==> config.mk <==
export PLATFORM = sky130hd
export DESIGN_NAME = wdata_packer_top
export DESIGN_NICKNAME = d
export VERILOG_FILES = /design/src/wdata_bus_pkg.sv /design/src/wdata_buf_pkg.sv /design/src/wdata_ram.sv /design/src/wdata_slicer.sv /design/src/wdata_fifo.sv /design/src/wdata_req_ack_rx.sv /design/src/wdata_lane_packer.sv /design/src/wdata_packer_top.sv
export SDC_FILE = /design/constraint.sdc
export NUM_CORES = 1
export LEC_CHECK = 0
export BUFFER_PORTS_ARGS = -buffer_cell sky130_fd_sc_hd__buf_4
export CAP_MARGIN = 15
export CORE_MARGIN = 2
export CORE_UTILIZATION = 60
export DETAILED_ROUTE_END_ITERATION = 10
export MAX_ROUTING_LAYER = met4
export PLACE_DENSITY = 0.79
export SETUP_SLACK_MARGIN = 0.05
export SLEW_MARGIN = 20
export SYNTH_ARGS = -nofsm -noshare
export SYNTH_HDL_FRONTEND = slang
export SYNTH_SLANG_ARGS = --single-unit
==> constraint.sdc <==
create_clock -name i_clk -period 3.5 [get_ports i_clk]
set_input_delay 0 -clock i_clk [delete_from_list [all_inputs] [get_ports i_clk]]
set_output_delay 0 -clock i_clk [all_outputs]
set_load 0.01 [all_outputs]
==> src/wdata_bus_pkg.sv <==
package wdata_bus_pkg;
  // Narrow beat fields on the upstream side.
  localparam int NARROW_DATA_W = 16;
  localparam int NARROW_STRB_W = 2;

  // Wide beat fields on the downstream side.
  localparam int WIDE_DATA_W = 32;
  localparam int WIDE_STRB_W = 4;

  // Narrow lanes packed into one wide beat.
  localparam int LANE_COUNT = WIDE_DATA_W / NARROW_DATA_W;

  // Stored narrow beat is {data, strobe, last}, data at the top.
  localparam int NARROW_BEAT_W = NARROW_DATA_W + NARROW_STRB_W + 1;

  // Wide data seen either as one word or as lanes, lane 0 in the low half.
  typedef union packed {
    logic [WIDE_DATA_W-1:0]                word;
    logic [LANE_COUNT-1:0][NARROW_DATA_W-1:0] lane;
  } wide_data_u;
endpackage

==> src/wdata_buf_pkg.sv <==
package wdata_buf_pkg;
  // RAM sizing.
  localparam int FIFO_DEPTH = 8;
  localparam int FIFO_PTR_W = 3;
  localparam int FIFO_CNT_W = 4;

  // Slicer sizing.
  // Threshold leaves one free slot for the read already in flight.
  localparam int SLICER_DEPTH     = 3;
  localparam int SLICER_THRESHOLD = 2;
  localparam int SLICER_PTR_W     = 2;
  localparam int SLICER_CNT_W     = 2;
endpackage

==> src/wdata_ram.sv <==
module wdata_ram (
  input  var logic                                i_clk,
  input  var logic                                i_write_valid,
  input  var logic [wdata_buf_pkg::FIFO_PTR_W-1:0]    i_write_address,
  input  var logic [wdata_bus_pkg::NARROW_BEAT_W-1:0] i_write_data,
  input  var logic                                i_read_valid,
  input  var logic [wdata_buf_pkg::FIFO_PTR_W-1:0]    i_read_address,
  output var logic [wdata_bus_pkg::NARROW_BEAT_W-1:0] o_read_data
);
  import wdata_bus_pkg::*;
  import wdata_buf_pkg::*;

  logic [NARROW_BEAT_W-1:0] mem [FIFO_DEPTH];

  always_ff @(posedge i_clk) begin
    if (i_write_valid) begin
      mem[i_write_address] <= i_write_data;
    end
  end

  // Read word is registered, one cycle of latency.
  always_ff @(posedge i_clk) begin
    if (i_read_valid) begin
      o_read_data <= mem[i_read_address];
    end
  end
endmodule

==> src/wdata_slicer.sv <==
module wdata_slicer (
  input  var logic                                i_clk,
  input  var logic                                i_rst_n,
  input  var logic                                i_clear,
  input  var logic                                i_push,
  input  var logic [wdata_bus_pkg::NARROW_BEAT_W-1:0] i_data,
  input  var logic                                i_pop,
  output var logic [wdata_bus_pkg::NARROW_BEAT_W-1:0] o_data,
  output var logic                                o_empty,
  output var logic                                o_almost_full,
  output var logic                                o_full
);
  import wdata_bus_pkg::*;
  import wdata_buf_pkg::*;

  logic [NARROW_BEAT_W-1:0] entries [SLICER_DEPTH];
  logic [SLICER_PTR_W-1:0]  write_ptr;
  logic [SLICER_PTR_W-1:0]  read_ptr;
  logic [SLICER_CNT_W-1:0]  count;
  logic [SLICER_CNT_W-1:0]  count_next;

  // Wraps at the last entry, depth is not a power of two.
  function automatic logic [SLICER_PTR_W-1:0] next_ptr(logic [SLICER_PTR_W-1:0] ptr);
    if (ptr == SLICER_PTR_W'(SLICER_DEPTH - 1)) begin
      return '0;
    end
    return ptr + 1'b1;
  endfunction

  always_comb begin
    count_next = count;
    if (i_clear) begin
      count_next = '0;
    end else begin
      case ({i_push, i_pop})
        2'b10:   count_next = count + 1'b1;
        2'b01:   count_next = count - 1'b1;
        default: count_next = count;
      endcase
    end
  end

  always_ff @(posedge i_clk, negedge i_rst_n) begin
    if (!i_rst_n) begin
      write_ptr     <= '0;
      read_ptr      <= '0;
      count         <= '0;
      o_empty       <= 1'b1;
      o_almost_full <= 1'b0;
      o_full        <= 1'b0;
    end else begin
      if (i_clear) begin
        write_ptr <= '0;
        read_ptr  <= '0;
      end else begin
        if (i_push) begin
          write_ptr <= next_ptr(write_ptr);
        end
        if (i_pop) begin
          read_ptr <= next_ptr(read_ptr);
        end
      end
      count <= count_next;
      // Flags come from the next count so they are ready at the edge.
      o_empty       <= (count_next == '0);
      o_almost_full <= (count_next >= SLICER_CNT_W'(SLICER_THRESHOLD));
      o_full        <= (count_next == SLICER_CNT_W'(SLICER_DEPTH));
    end
  end

  always_ff @(posedge i_clk) begin
    if (i_push) begin
      entries[write_ptr] <= i_data;
    end
  end

  always_comb begin
    o_data = entries[read_ptr];
  end
endmodule

==> src/wdata_fifo.sv <==
module wdata_fifo (
  input  var logic                                i_clk,
  input  var logic                                i_rst_n,
  input  var logic                                i_clear,
  input  var logic                                i_in_valid,
  output var logic                                o_in_accept,
  input  var logic [wdata_bus_pkg::NARROW_BEAT_W-1:0] i_in_beat,
  output var logic                                o_out_valid,
  input  var logic                                i_out_accept,
  output var logic [wdata_bus_pkg::NARROW_BEAT_W-1:0] o_out_beat,
  output var logic                                o_fifo_empty,
  output var logic                                o_fifo_full
);
  import wdata_bus_pkg::*;
  import wdata_buf_pkg::*;

  logic [FIFO_PTR_W-1:0]    write_ptr;
  logic [FIFO_PTR_W-1:0]    read_ptr;
  logic [FIFO_CNT_W-1:0]    ram_count;
  logic [FIFO_CNT_W-1:0]    ram_count_next;
  logic                     ram_empty;
  logic                     ram_full;
  logic                     ram_push;
  logic                     ram_pop;
  logic [NARROW_BEAT_W-1:0] ram_read_data;
  logic                     slicer_push;
  logic                     slicer_pop;
  logic                     slicer_empty;
  logic                     slicer_almost_full;
  logic                     slicer_full;

  // A beat between RAM and slicer still counts as stored.
  always_comb begin
    o_fifo_empty = ram_empty && slicer_empty && !slicer_push;
    o_fifo_full  = ram_full && slicer_full;
  end

  always_comb begin
    o_in_accept = !ram_full;
    ram_push    = i_in_valid && !ram_full;
    // Read only when the slicer can take the word one cycle later.
    ram_pop     = !ram_empty && !slicer_almost_full;
  end

  always_comb begin
    ram_count_next = ram_count;
    if (i_clear) begin
      ram_count_next = '0;
    end else begin
      case ({ram_push, ram_pop})
        2'b10:   ram_count_next = ram_count + 1'b1;
        2'b01:   ram_count_next = ram_count - 1'b1;
        default: ram_count_next = ram_count;
      endcase
    end
  end

  always_ff @(posedge i_clk, negedge i_rst_n) begin
    if (!i_rst_n) begin
      write_ptr   <= '0;
      read_ptr    <= '0;
      ram_count   <= '0;
      ram_empty   <= 1'b1;
      ram_full    <= 1'b0;
      slicer_push <= 1'b0;
    end else begin
      if (i_clear) begin
        write_ptr <= '0;
        read_ptr  <= '0;
      end else begin
        write_ptr <= write_ptr + FIFO_PTR_W'(ram_push);
        read_ptr  <= read_ptr + FIFO_PTR_W'(ram_pop);
      end
      ram_count <= ram_count_next;
      ram_empty <= (ram_count_next == '0);
      ram_full  <= (ram_count_next == FIFO_CNT_W'(FIFO_DEPTH));
      // A read issued during clear must not land in the slicer.
      slicer_push <= ram_pop && !i_clear;
    end
  end

  wdata_ram u_ram (
    .i_clk           (i_clk),
    .i_write_valid   (ram_push),
    .i_write_address (write_ptr),
    .i_write_data    (i_in_beat),
    .i_read_valid    (ram_pop),
    .i_read_address  (read_ptr),
    .o_read_data     (ram_read_data)
  );

  always_comb begin
    o_out_valid = !slicer_empty;
    slicer_pop  = o_out_valid && i_out_accept;
  end

  wdata_slicer u_slicer (
    .i_clk         (i_clk),
    .i_rst_n       (i_rst_n),
    .i_clear       (i_clear),
    .i_push        (slicer_push),
    .i_data        (ram_read_data),
    .i_pop         (slicer_pop),
    .o_data        (o_out_beat),
    .o_empty       (slicer_empty),
    .o_almost_full (slicer_almost_full),
    .o_full        (slicer_full)
  );
endmodule

==> src/wdata_req_ack_rx.sv <==
module wdata_req_ack_rx (
  input  var logic                                i_clk,
  input  var logic                                i_rst_n,
  input  var logic                                i_req,
  output var logic                                o_ack,
  input  var logic [wdata_bus_pkg::NARROW_DATA_W-1:0] i_data,
  input  var logic [wdata_bus_pkg::NARROW_STRB_W-1:0] i_strb,
  input  var logic                                i_last,
  output var logic                                o_valid,
  input  var logic                                i_accept,
  output var logic [wdata_bus_pkg::NARROW_BEAT_W-1:0] o_beat
);
  import wdata_bus_pkg::*;

  // Out of reset a request must be seen low before the first capture.
  typedef enum logic [1:0] {
    PH_IDLE,
    PH_ACKED,
    PH_WAIT_REQ_LOW
  } phase_e;

  phase_e                   phase;
  logic                     hold_valid;
  logic [NARROW_BEAT_W-1:0] hold_beat;
  logic                     capture;

  // Back-pressure stalls here, no capture while the holding register is full.
  always_comb begin
    capture = (phase == PH_IDLE) && i_req && !hold_valid;
    o_ack   = (phase == PH_ACKED);
    o_valid = hold_valid;
    o_beat  = hold_beat;
  end

  always_ff @(posedge i_clk, negedge i_rst_n) begin
    if (!i_rst_n) begin
      phase      <= PH_WAIT_REQ_LOW;
      hold_valid <= 1'b0;
    end else begin
      case (phase)
        PH_IDLE: begin
          if (capture) begin
            phase <= PH_ACKED;
          end
        end
        PH_ACKED: begin
          if (!i_req) begin
            phase <= PH_IDLE;
          end
        end
        default: begin
          if (!i_req) begin
            phase <= PH_IDLE;
          end
        end
      endcase
      if (capture) begin
        hold_valid <= 1'b1;
      end else if (i_accept) begin
        hold_valid <= 1'b0;
      end
    end
  end

  always_ff @(posedge i_clk) begin
    if (capture) begin
      hold_beat <= {i_data, i_strb, i_last};
    end
  end
endmodule

==> src/wdata_lane_packer.sv <==
module wdata_lane_packer (
  input  var logic                                i_clk,
  input  var logic                                i_rst_n,
  input  var logic                                i_valid,
  output var logic                                o_accept,
  input  var logic [wdata_bus_pkg::NARROW_BEAT_W-1:0] i_beat,
  output var logic                                o_valid,
  input  var logic                                i_ready,
  output var wdata_bus_pkg::wide_data_u            o_data,
  output var logic [wdata_bus_pkg::WIDE_STRB_W-1:0]   o_strb
);
  import wdata_bus_pkg::*;

  localparam int LANE_IDX_W = $clog2(LANE_COUNT);

  logic [LANE_IDX_W-1:0]    lane_idx;
  logic [NARROW_DATA_W-1:0] beat_data;
  logic [NARROW_STRB_W-1:0] beat_strb;
  logic                     beat_last;
  logic                     pop;
  logic                     close_beat;

  always_comb begin
    beat_data = i_beat[NARROW_BEAT_W-1 -: NARROW_DATA_W];
    beat_strb = i_beat[1 +: NARROW_STRB_W];
    beat_last = i_beat[0];
  end

  // Stalled while a finished wide beat waits for the downstream.
  always_comb begin
    o_accept   = !o_valid || i_ready;
    pop        = i_valid && o_accept;
    close_beat = (lane_idx == LANE_IDX_W'(LANE_COUNT - 1)) || beat_last;
  end

  always_ff @(posedge i_clk, negedge i_rst_n) begin
    if (!i_rst_n) begin
      lane_idx <= '0;
      o_valid  <= 1'b0;
    end else if (pop) begin
      lane_idx <= close_beat ? '0 : lane_idx + 1'b1;
      o_valid  <= close_beat;
    end else if (i_ready) begin
      o_valid <= 1'b0;
    end
  end

  // Lane 0 clears the upper strobes, so last on lane 0 leaves them at zero.
  always_ff @(posedge i_clk) begin
    if (pop) begin
      o_data.lane[lane_idx] <= beat_data;
      if (lane_idx == '0) begin
        o_strb <= WIDE_STRB_W'(beat_strb);
      end else begin
        o_strb[lane_idx*NARROW_STRB_W +: NARROW_STRB_W] <= beat_strb;
      end
    end
  end
endmodule

==> src/wdata_packer_top.sv <==
module wdata_packer_top (
  input  var logic                                i_clk,
  input  var logic                                i_rst_n,
  input  var logic                                i_clear,
  input  var logic                                i_req,
  output var logic                                o_ack,
  input  var logic [wdata_bus_pkg::NARROW_DATA_W-1:0] i_data,
  input  var logic [wdata_bus_pkg::NARROW_STRB_W-1:0] i_strb,
  input  var logic                                i_last,
  output var logic                                o_valid,
  input  var logic                                i_ready,
  output var logic [wdata_bus_pkg::WIDE_DATA_W-1:0]   o_data,
  output var logic [wdata_bus_pkg::WIDE_STRB_W-1:0]   o_strb,
  output var logic                                o_fifo_empty,
  output var logic                                o_fifo_full
);
  import wdata_bus_pkg::*;

  logic                     in_valid;
  logic                     in_accept;
  logic [NARROW_BEAT_W-1:0] in_beat;
  logic                     out_valid;
  logic                     out_accept;
  logic [NARROW_BEAT_W-1:0] out_beat;
  wide_data_u               wide_data;

  wdata_req_ack_rx u_rx (
    .i_clk    (i_clk),
    .i_rst_n  (i_rst_n),
    .i_req    (i_req),
    .o_ack    (o_ack),
    .i_data   (i_data),
    .i_strb   (i_strb),
    .i_last   (i_last),
    .o_valid  (in_valid),
    .i_accept (in_accept),
    .o_beat   (in_beat)
  );

  wdata_fifo u_fifo (
    .i_clk        (i_clk),
    .i_rst_n      (i_rst_n),
    .i_clear      (i_clear),
    .i_in_valid   (in_valid),
    .o_in_accept  (in_accept),
    .i_in_beat    (in_beat),
    .o_out_valid  (out_valid),
    .i_out_accept (out_accept),
    .o_out_beat   (out_beat),
    .o_fifo_empty (o_fifo_empty),
    .o_fifo_full  (o_fifo_full)
  );

  wdata_lane_packer u_packer (
    .i_clk    (i_clk),
    .i_rst_n  (i_rst_n),
    .i_valid  (out_valid),
    .o_accept (out_accept),
    .i_beat   (out_beat),
    .o_valid  (o_valid),
    .i_ready  (i_ready),
    .o_data   (wide_data),
    .o_strb   (o_strb)
  );

  // Downstream sees the assembled lanes as one word.
  assign o_data = wide_data.word;
endmodule

==> run summary <==
The flow ran to the end, and the final reports show no timing, DRC or antenna violations. In the routed layout, each cell is associated on average with a via count of 5.749. Setup repair after global routing left no endpoint under its margin. The run gives 0 as the sum of overflow across all layers after global routing. The first-pass GRT wire length came out at 30,310 um.

The startpoint of the most critical setup path was u_fifo.ram_empty. The die width is 142.1 um. After legalization and detailed placement, the total HPWL measured 10,650 um. Each instance of the synthesized netlist takes up on average 20.57 um^2.

The tools report the aggregate routed wire length as 19,600 um. The startpoint type of the worst setup path is a register. Footprint of the multi-input gates: 2148 um^2.

TritonCTS built the clock tree. The run gives 11,440 um^2 as the mapped cell area. The number of global-route vias before repair is 5,446. The detailed-route via count was 5,318; the worst vdd rail ir drop was 0.0004631 V.

During synthesis, Yosys emitted a total of 0 warnings. The critical path in this run is classified as reg2reg. Of all cell types, the one taking the most synthesized area is edfxtp_1. The run gives 71.97% as the share of the core filled with cells. Routability-driven placement congestion ratio: 0.7677.

The count of state elements after synthesis came out at 310. The type of the worst min-delay path is in2reg. The register clock-pin slew on the reported worst setup and hold paths came out at 0.06 ns. The async set-reset flop share out of synthesis was 8.710%. The finished cells cover 13,460 um^2.

The synthesized netlist devotes 2.078% of its cell area to compound gates. The main flop type after synthesis was edfxtp_1. The sum of negative setup slack came out at 0 ns. The length of the first detailed-routing pass in iterations is 4, and the number of buffers created by CTS is 29. Entering global routing, the biggest net connects 40 pins. In the final layout, the share of cells above drive strength 1 is 28.51%. The later pin in the worst-skew pair is clocked with a latency of 0.53 ns. The worst pin sits at a relative slew slack of 28.04%. For the deepest level of the CTS H-tree, the log shows 1. The number of buffer cells added on primary ports is 63. The area share of the largest cell type after synthesis is 74.29%. The startpoint identified for the worst register-to-register timing path is u_fifo.ram_empty. The layout overhead on the synthesized area was 17.69%. The share of the clock period used by the worst path works out to 73.36%. Max-slew violation total from the final report: 0.

The longest clock path from root to sink contains 3 buffers. The floorplan die area is 20,180 um^2, and the top-level I/O count is 64. Traced cell by cell, the critical path runs through or2_1 > nor2_1 > xnor2_1 > ha_1 > a21oi_1 > nor3_1 > or4_4 > a31oi_4 > o21ba_1.

The final critical-path required period is 2.568 ns, and the number of nets produced by synthesis is 587. The number of different library cells in the post-synthesis netlist came out at 42. The initial utilization of the core area, before any placement, comes to 61.15%.

The synthesized instance count is 556. Along the worst path, the maximum fanout reaches 7. Data arrives at the worst endpoint at 2.98 ns.

The synthesized design contains 283 enable-type register cells. For this run, the post-layout net count is 701. The largest single stage delay on the critical path is 0.53 ns.

The commonest cells after synthesis are edfxtp_1, mux4_2, nor2_1. Global routing used 20.75% of the available tracks. The core region is 18,710 um^2. After detailed placement, the total cell area comes to 12,260 um^2. The floorplan die height was 142.1 um; the transition at the pin with the smallest max-transition slack was 1.079 ns. Dividing the detail-routed wire length by the instance count gives 21.18 um.

Total power divided by cell area: 782.5 nW/um^2. For this design, the sink count on the clock tree is 310. Clock root buffer master: clkbuf_16.

The clock arrives with 0.008996 ns of skew. Row generation in the floorplan step produced 50 rows. Remaining routing DRC violations: 0. The setup slack after layout is 0.9324 ns, and the count of max-cap constraint violations is 0. After Yosys synthesis, XOR and XNOR cells account for 0.5360% of the synthesized area. Setup violations remaining at the end of the flow were counted as 0. Data on the critical path is required at its endpoint by 3.92 ns.

Excluding fillers, the count of instances in the completed layout stands at 925. The type of element capturing the critical path is a register. The tools report the maximum clock rate as 0.3895 GHz. On the critical path, the stage with the largest delay is an instance of dfstp_2. For the number of antenna violations at the first check in global routing, the log shows 0.

OpenSTA, run right after detailed placement, puts the worst setup slack at 0.9702 ns. In the synthesized netlist, mux cells make up 11.31% of the area. The sequential share of the synthesized area is 80.23%, and the fill cell total of the finished layout is 1,061. Cell with the most instances after synthesis: edfxtp_1. Summing the areas of all fa, ha and maj instances in the mapped netlist gives 0.7657% of the synthesized area. The cell total after placement was 848; the final antenna-violating net count was 0.

The antenna cell count is 0. The first routing iteration left 345 violations. Total power for the finished layout comes to 10.53 mW. Main combinational cell family by area after synthesis: multiplexers.

Registers take 9179 um^2. For the hold violation total from the final report, the log shows 0. The worst hold path begins at i_data[7]. The number of instances resized during post-cts repair was 0; the simple-gate share of the synthesized area was 3.752%. Final hold analysis gives a worst-case slack of 0.1821 ns. In the post-synthesis netlist, the biggest area contributors are edfxtp_1, mux4_2, dfrtp_1.

The analysis attributes to cell leakage a power of 4.589 nW.
==> power by group <==
part           internal (mW)  total [mW]  switching, mW
Sequential              4.97        5.35          0.384
Combinational           1.02        2.12           1.10
Clock                   1.81        3.06           1.25
Total                   7.80        10.5           2.74
==> cells in the final DEF, fill, tap and decap left out, types with 2 or more instances in the layout <==
cell type	count
a21o_1	2
a21oi_1	8
and2_1	2
buf_12	2
buf_4	78
bufinv_16	4
clkbuf_1	5
clkbuf_16	29
clkinv_1	5
clkinv_2	6
clkinvlp_4	2
dfrtp_1	23
dfstp_2	3
dlygate4sd3_1	24
edfxtp_1	283
ha_1	7
inv_1	6
mux2_2	22
mux2i_1	19
mux4_2	38
nand2_1	22
nand2b_1	5
nor2_1	34
nor2b_1	5
nor3_1	4
nor3_2	2
o211ai_1	2
o21ai_0	18
or2_1	2
xnor2_1	5
xor2_1	2
==> cell type report <==
class / instances / share of cell area (%)
timing repair buffer: 104 / 6.432
tap: 234 / 2.175
sequential: 310 / 68.18
clock buffer: 34 / 5.530
clock inverter: 18 / 1.431
inverter: 7 / 0.2881
multi-input combinational: 218 / 15.96
==> path summary, 6_finish.rpt <==
check / to / slack, ns / cells past startpoint
max: u_fifo.ram_full / 0.93 / 9
min: u_rx.o_beat[10] / 0.18 / 2
max reg2reg: u_fifo.ram_full / 0.93 / 9
min reg2reg: u_fifo.u_slicer.entries[2][8] / 0.47 / 0
max in group asynchronous: u_fifo.read_ptr[0] / 2.79 / 4
min in group asynchronous: u_fifo.write_ptr[2] / 0.56 / 4
==> flip-flops by register name, summed over array words and instances (netlist names), 3 cells and up <==
name,flops
u_packer.o_strb,4
u_fifo.read_ptr,3
u_fifo.u_ram.o_read_data,19
u_fifo.ram_count,4
u_fifo.u_slicer.entries,57
u_rx.o_beat,19
u_packer.o_data,32
u_fifo.write_ptr,3
u_fifo.u_ram.mem,152
==> metal layers <==
| layer | global-route usage [%] | vias up | part of all wire, % |
|---|---|---|---|
| met5 | - | - | 0 |
| met4 | 6.000 | 0 | 2.4 |
| met3 | 3.062 | 41 | 5.7 |
| met2 | 35.21 | 196 | 52 |
| met1 | 26.58 | 2667 | 40 |
| li1 | - | 2414 | - |
==> logic make-up (layout without fill, tap and decap cells) <==
group           count (synthesis)  after routing
mux                            79             79
buf+inv                        28            163
compound gates                 36             36
flops                         310            310
xor+xnor                        7              7
simple gates                   89             89
fa+ha+maj                       7              7
==> worst max-delay path: cells and delay by family, from the launching register on <==
family                     cells  cell delay [ns]
DFF                            1             0.53
xor gates and xnor gates       1             0.15
and+or+nand+nor                4             1.04
AOI/OAI and AO/OA              3             0.55
adders and majority gates      1             0.20
==> repair_timing <==
action | in CTS | in global routing
setup buffers | 0 | 0
hold buffers | 25 | 0
endpoints found under the hold margin | 70 | 0
No activity file was read; power rests on OpenSTA's default activity.
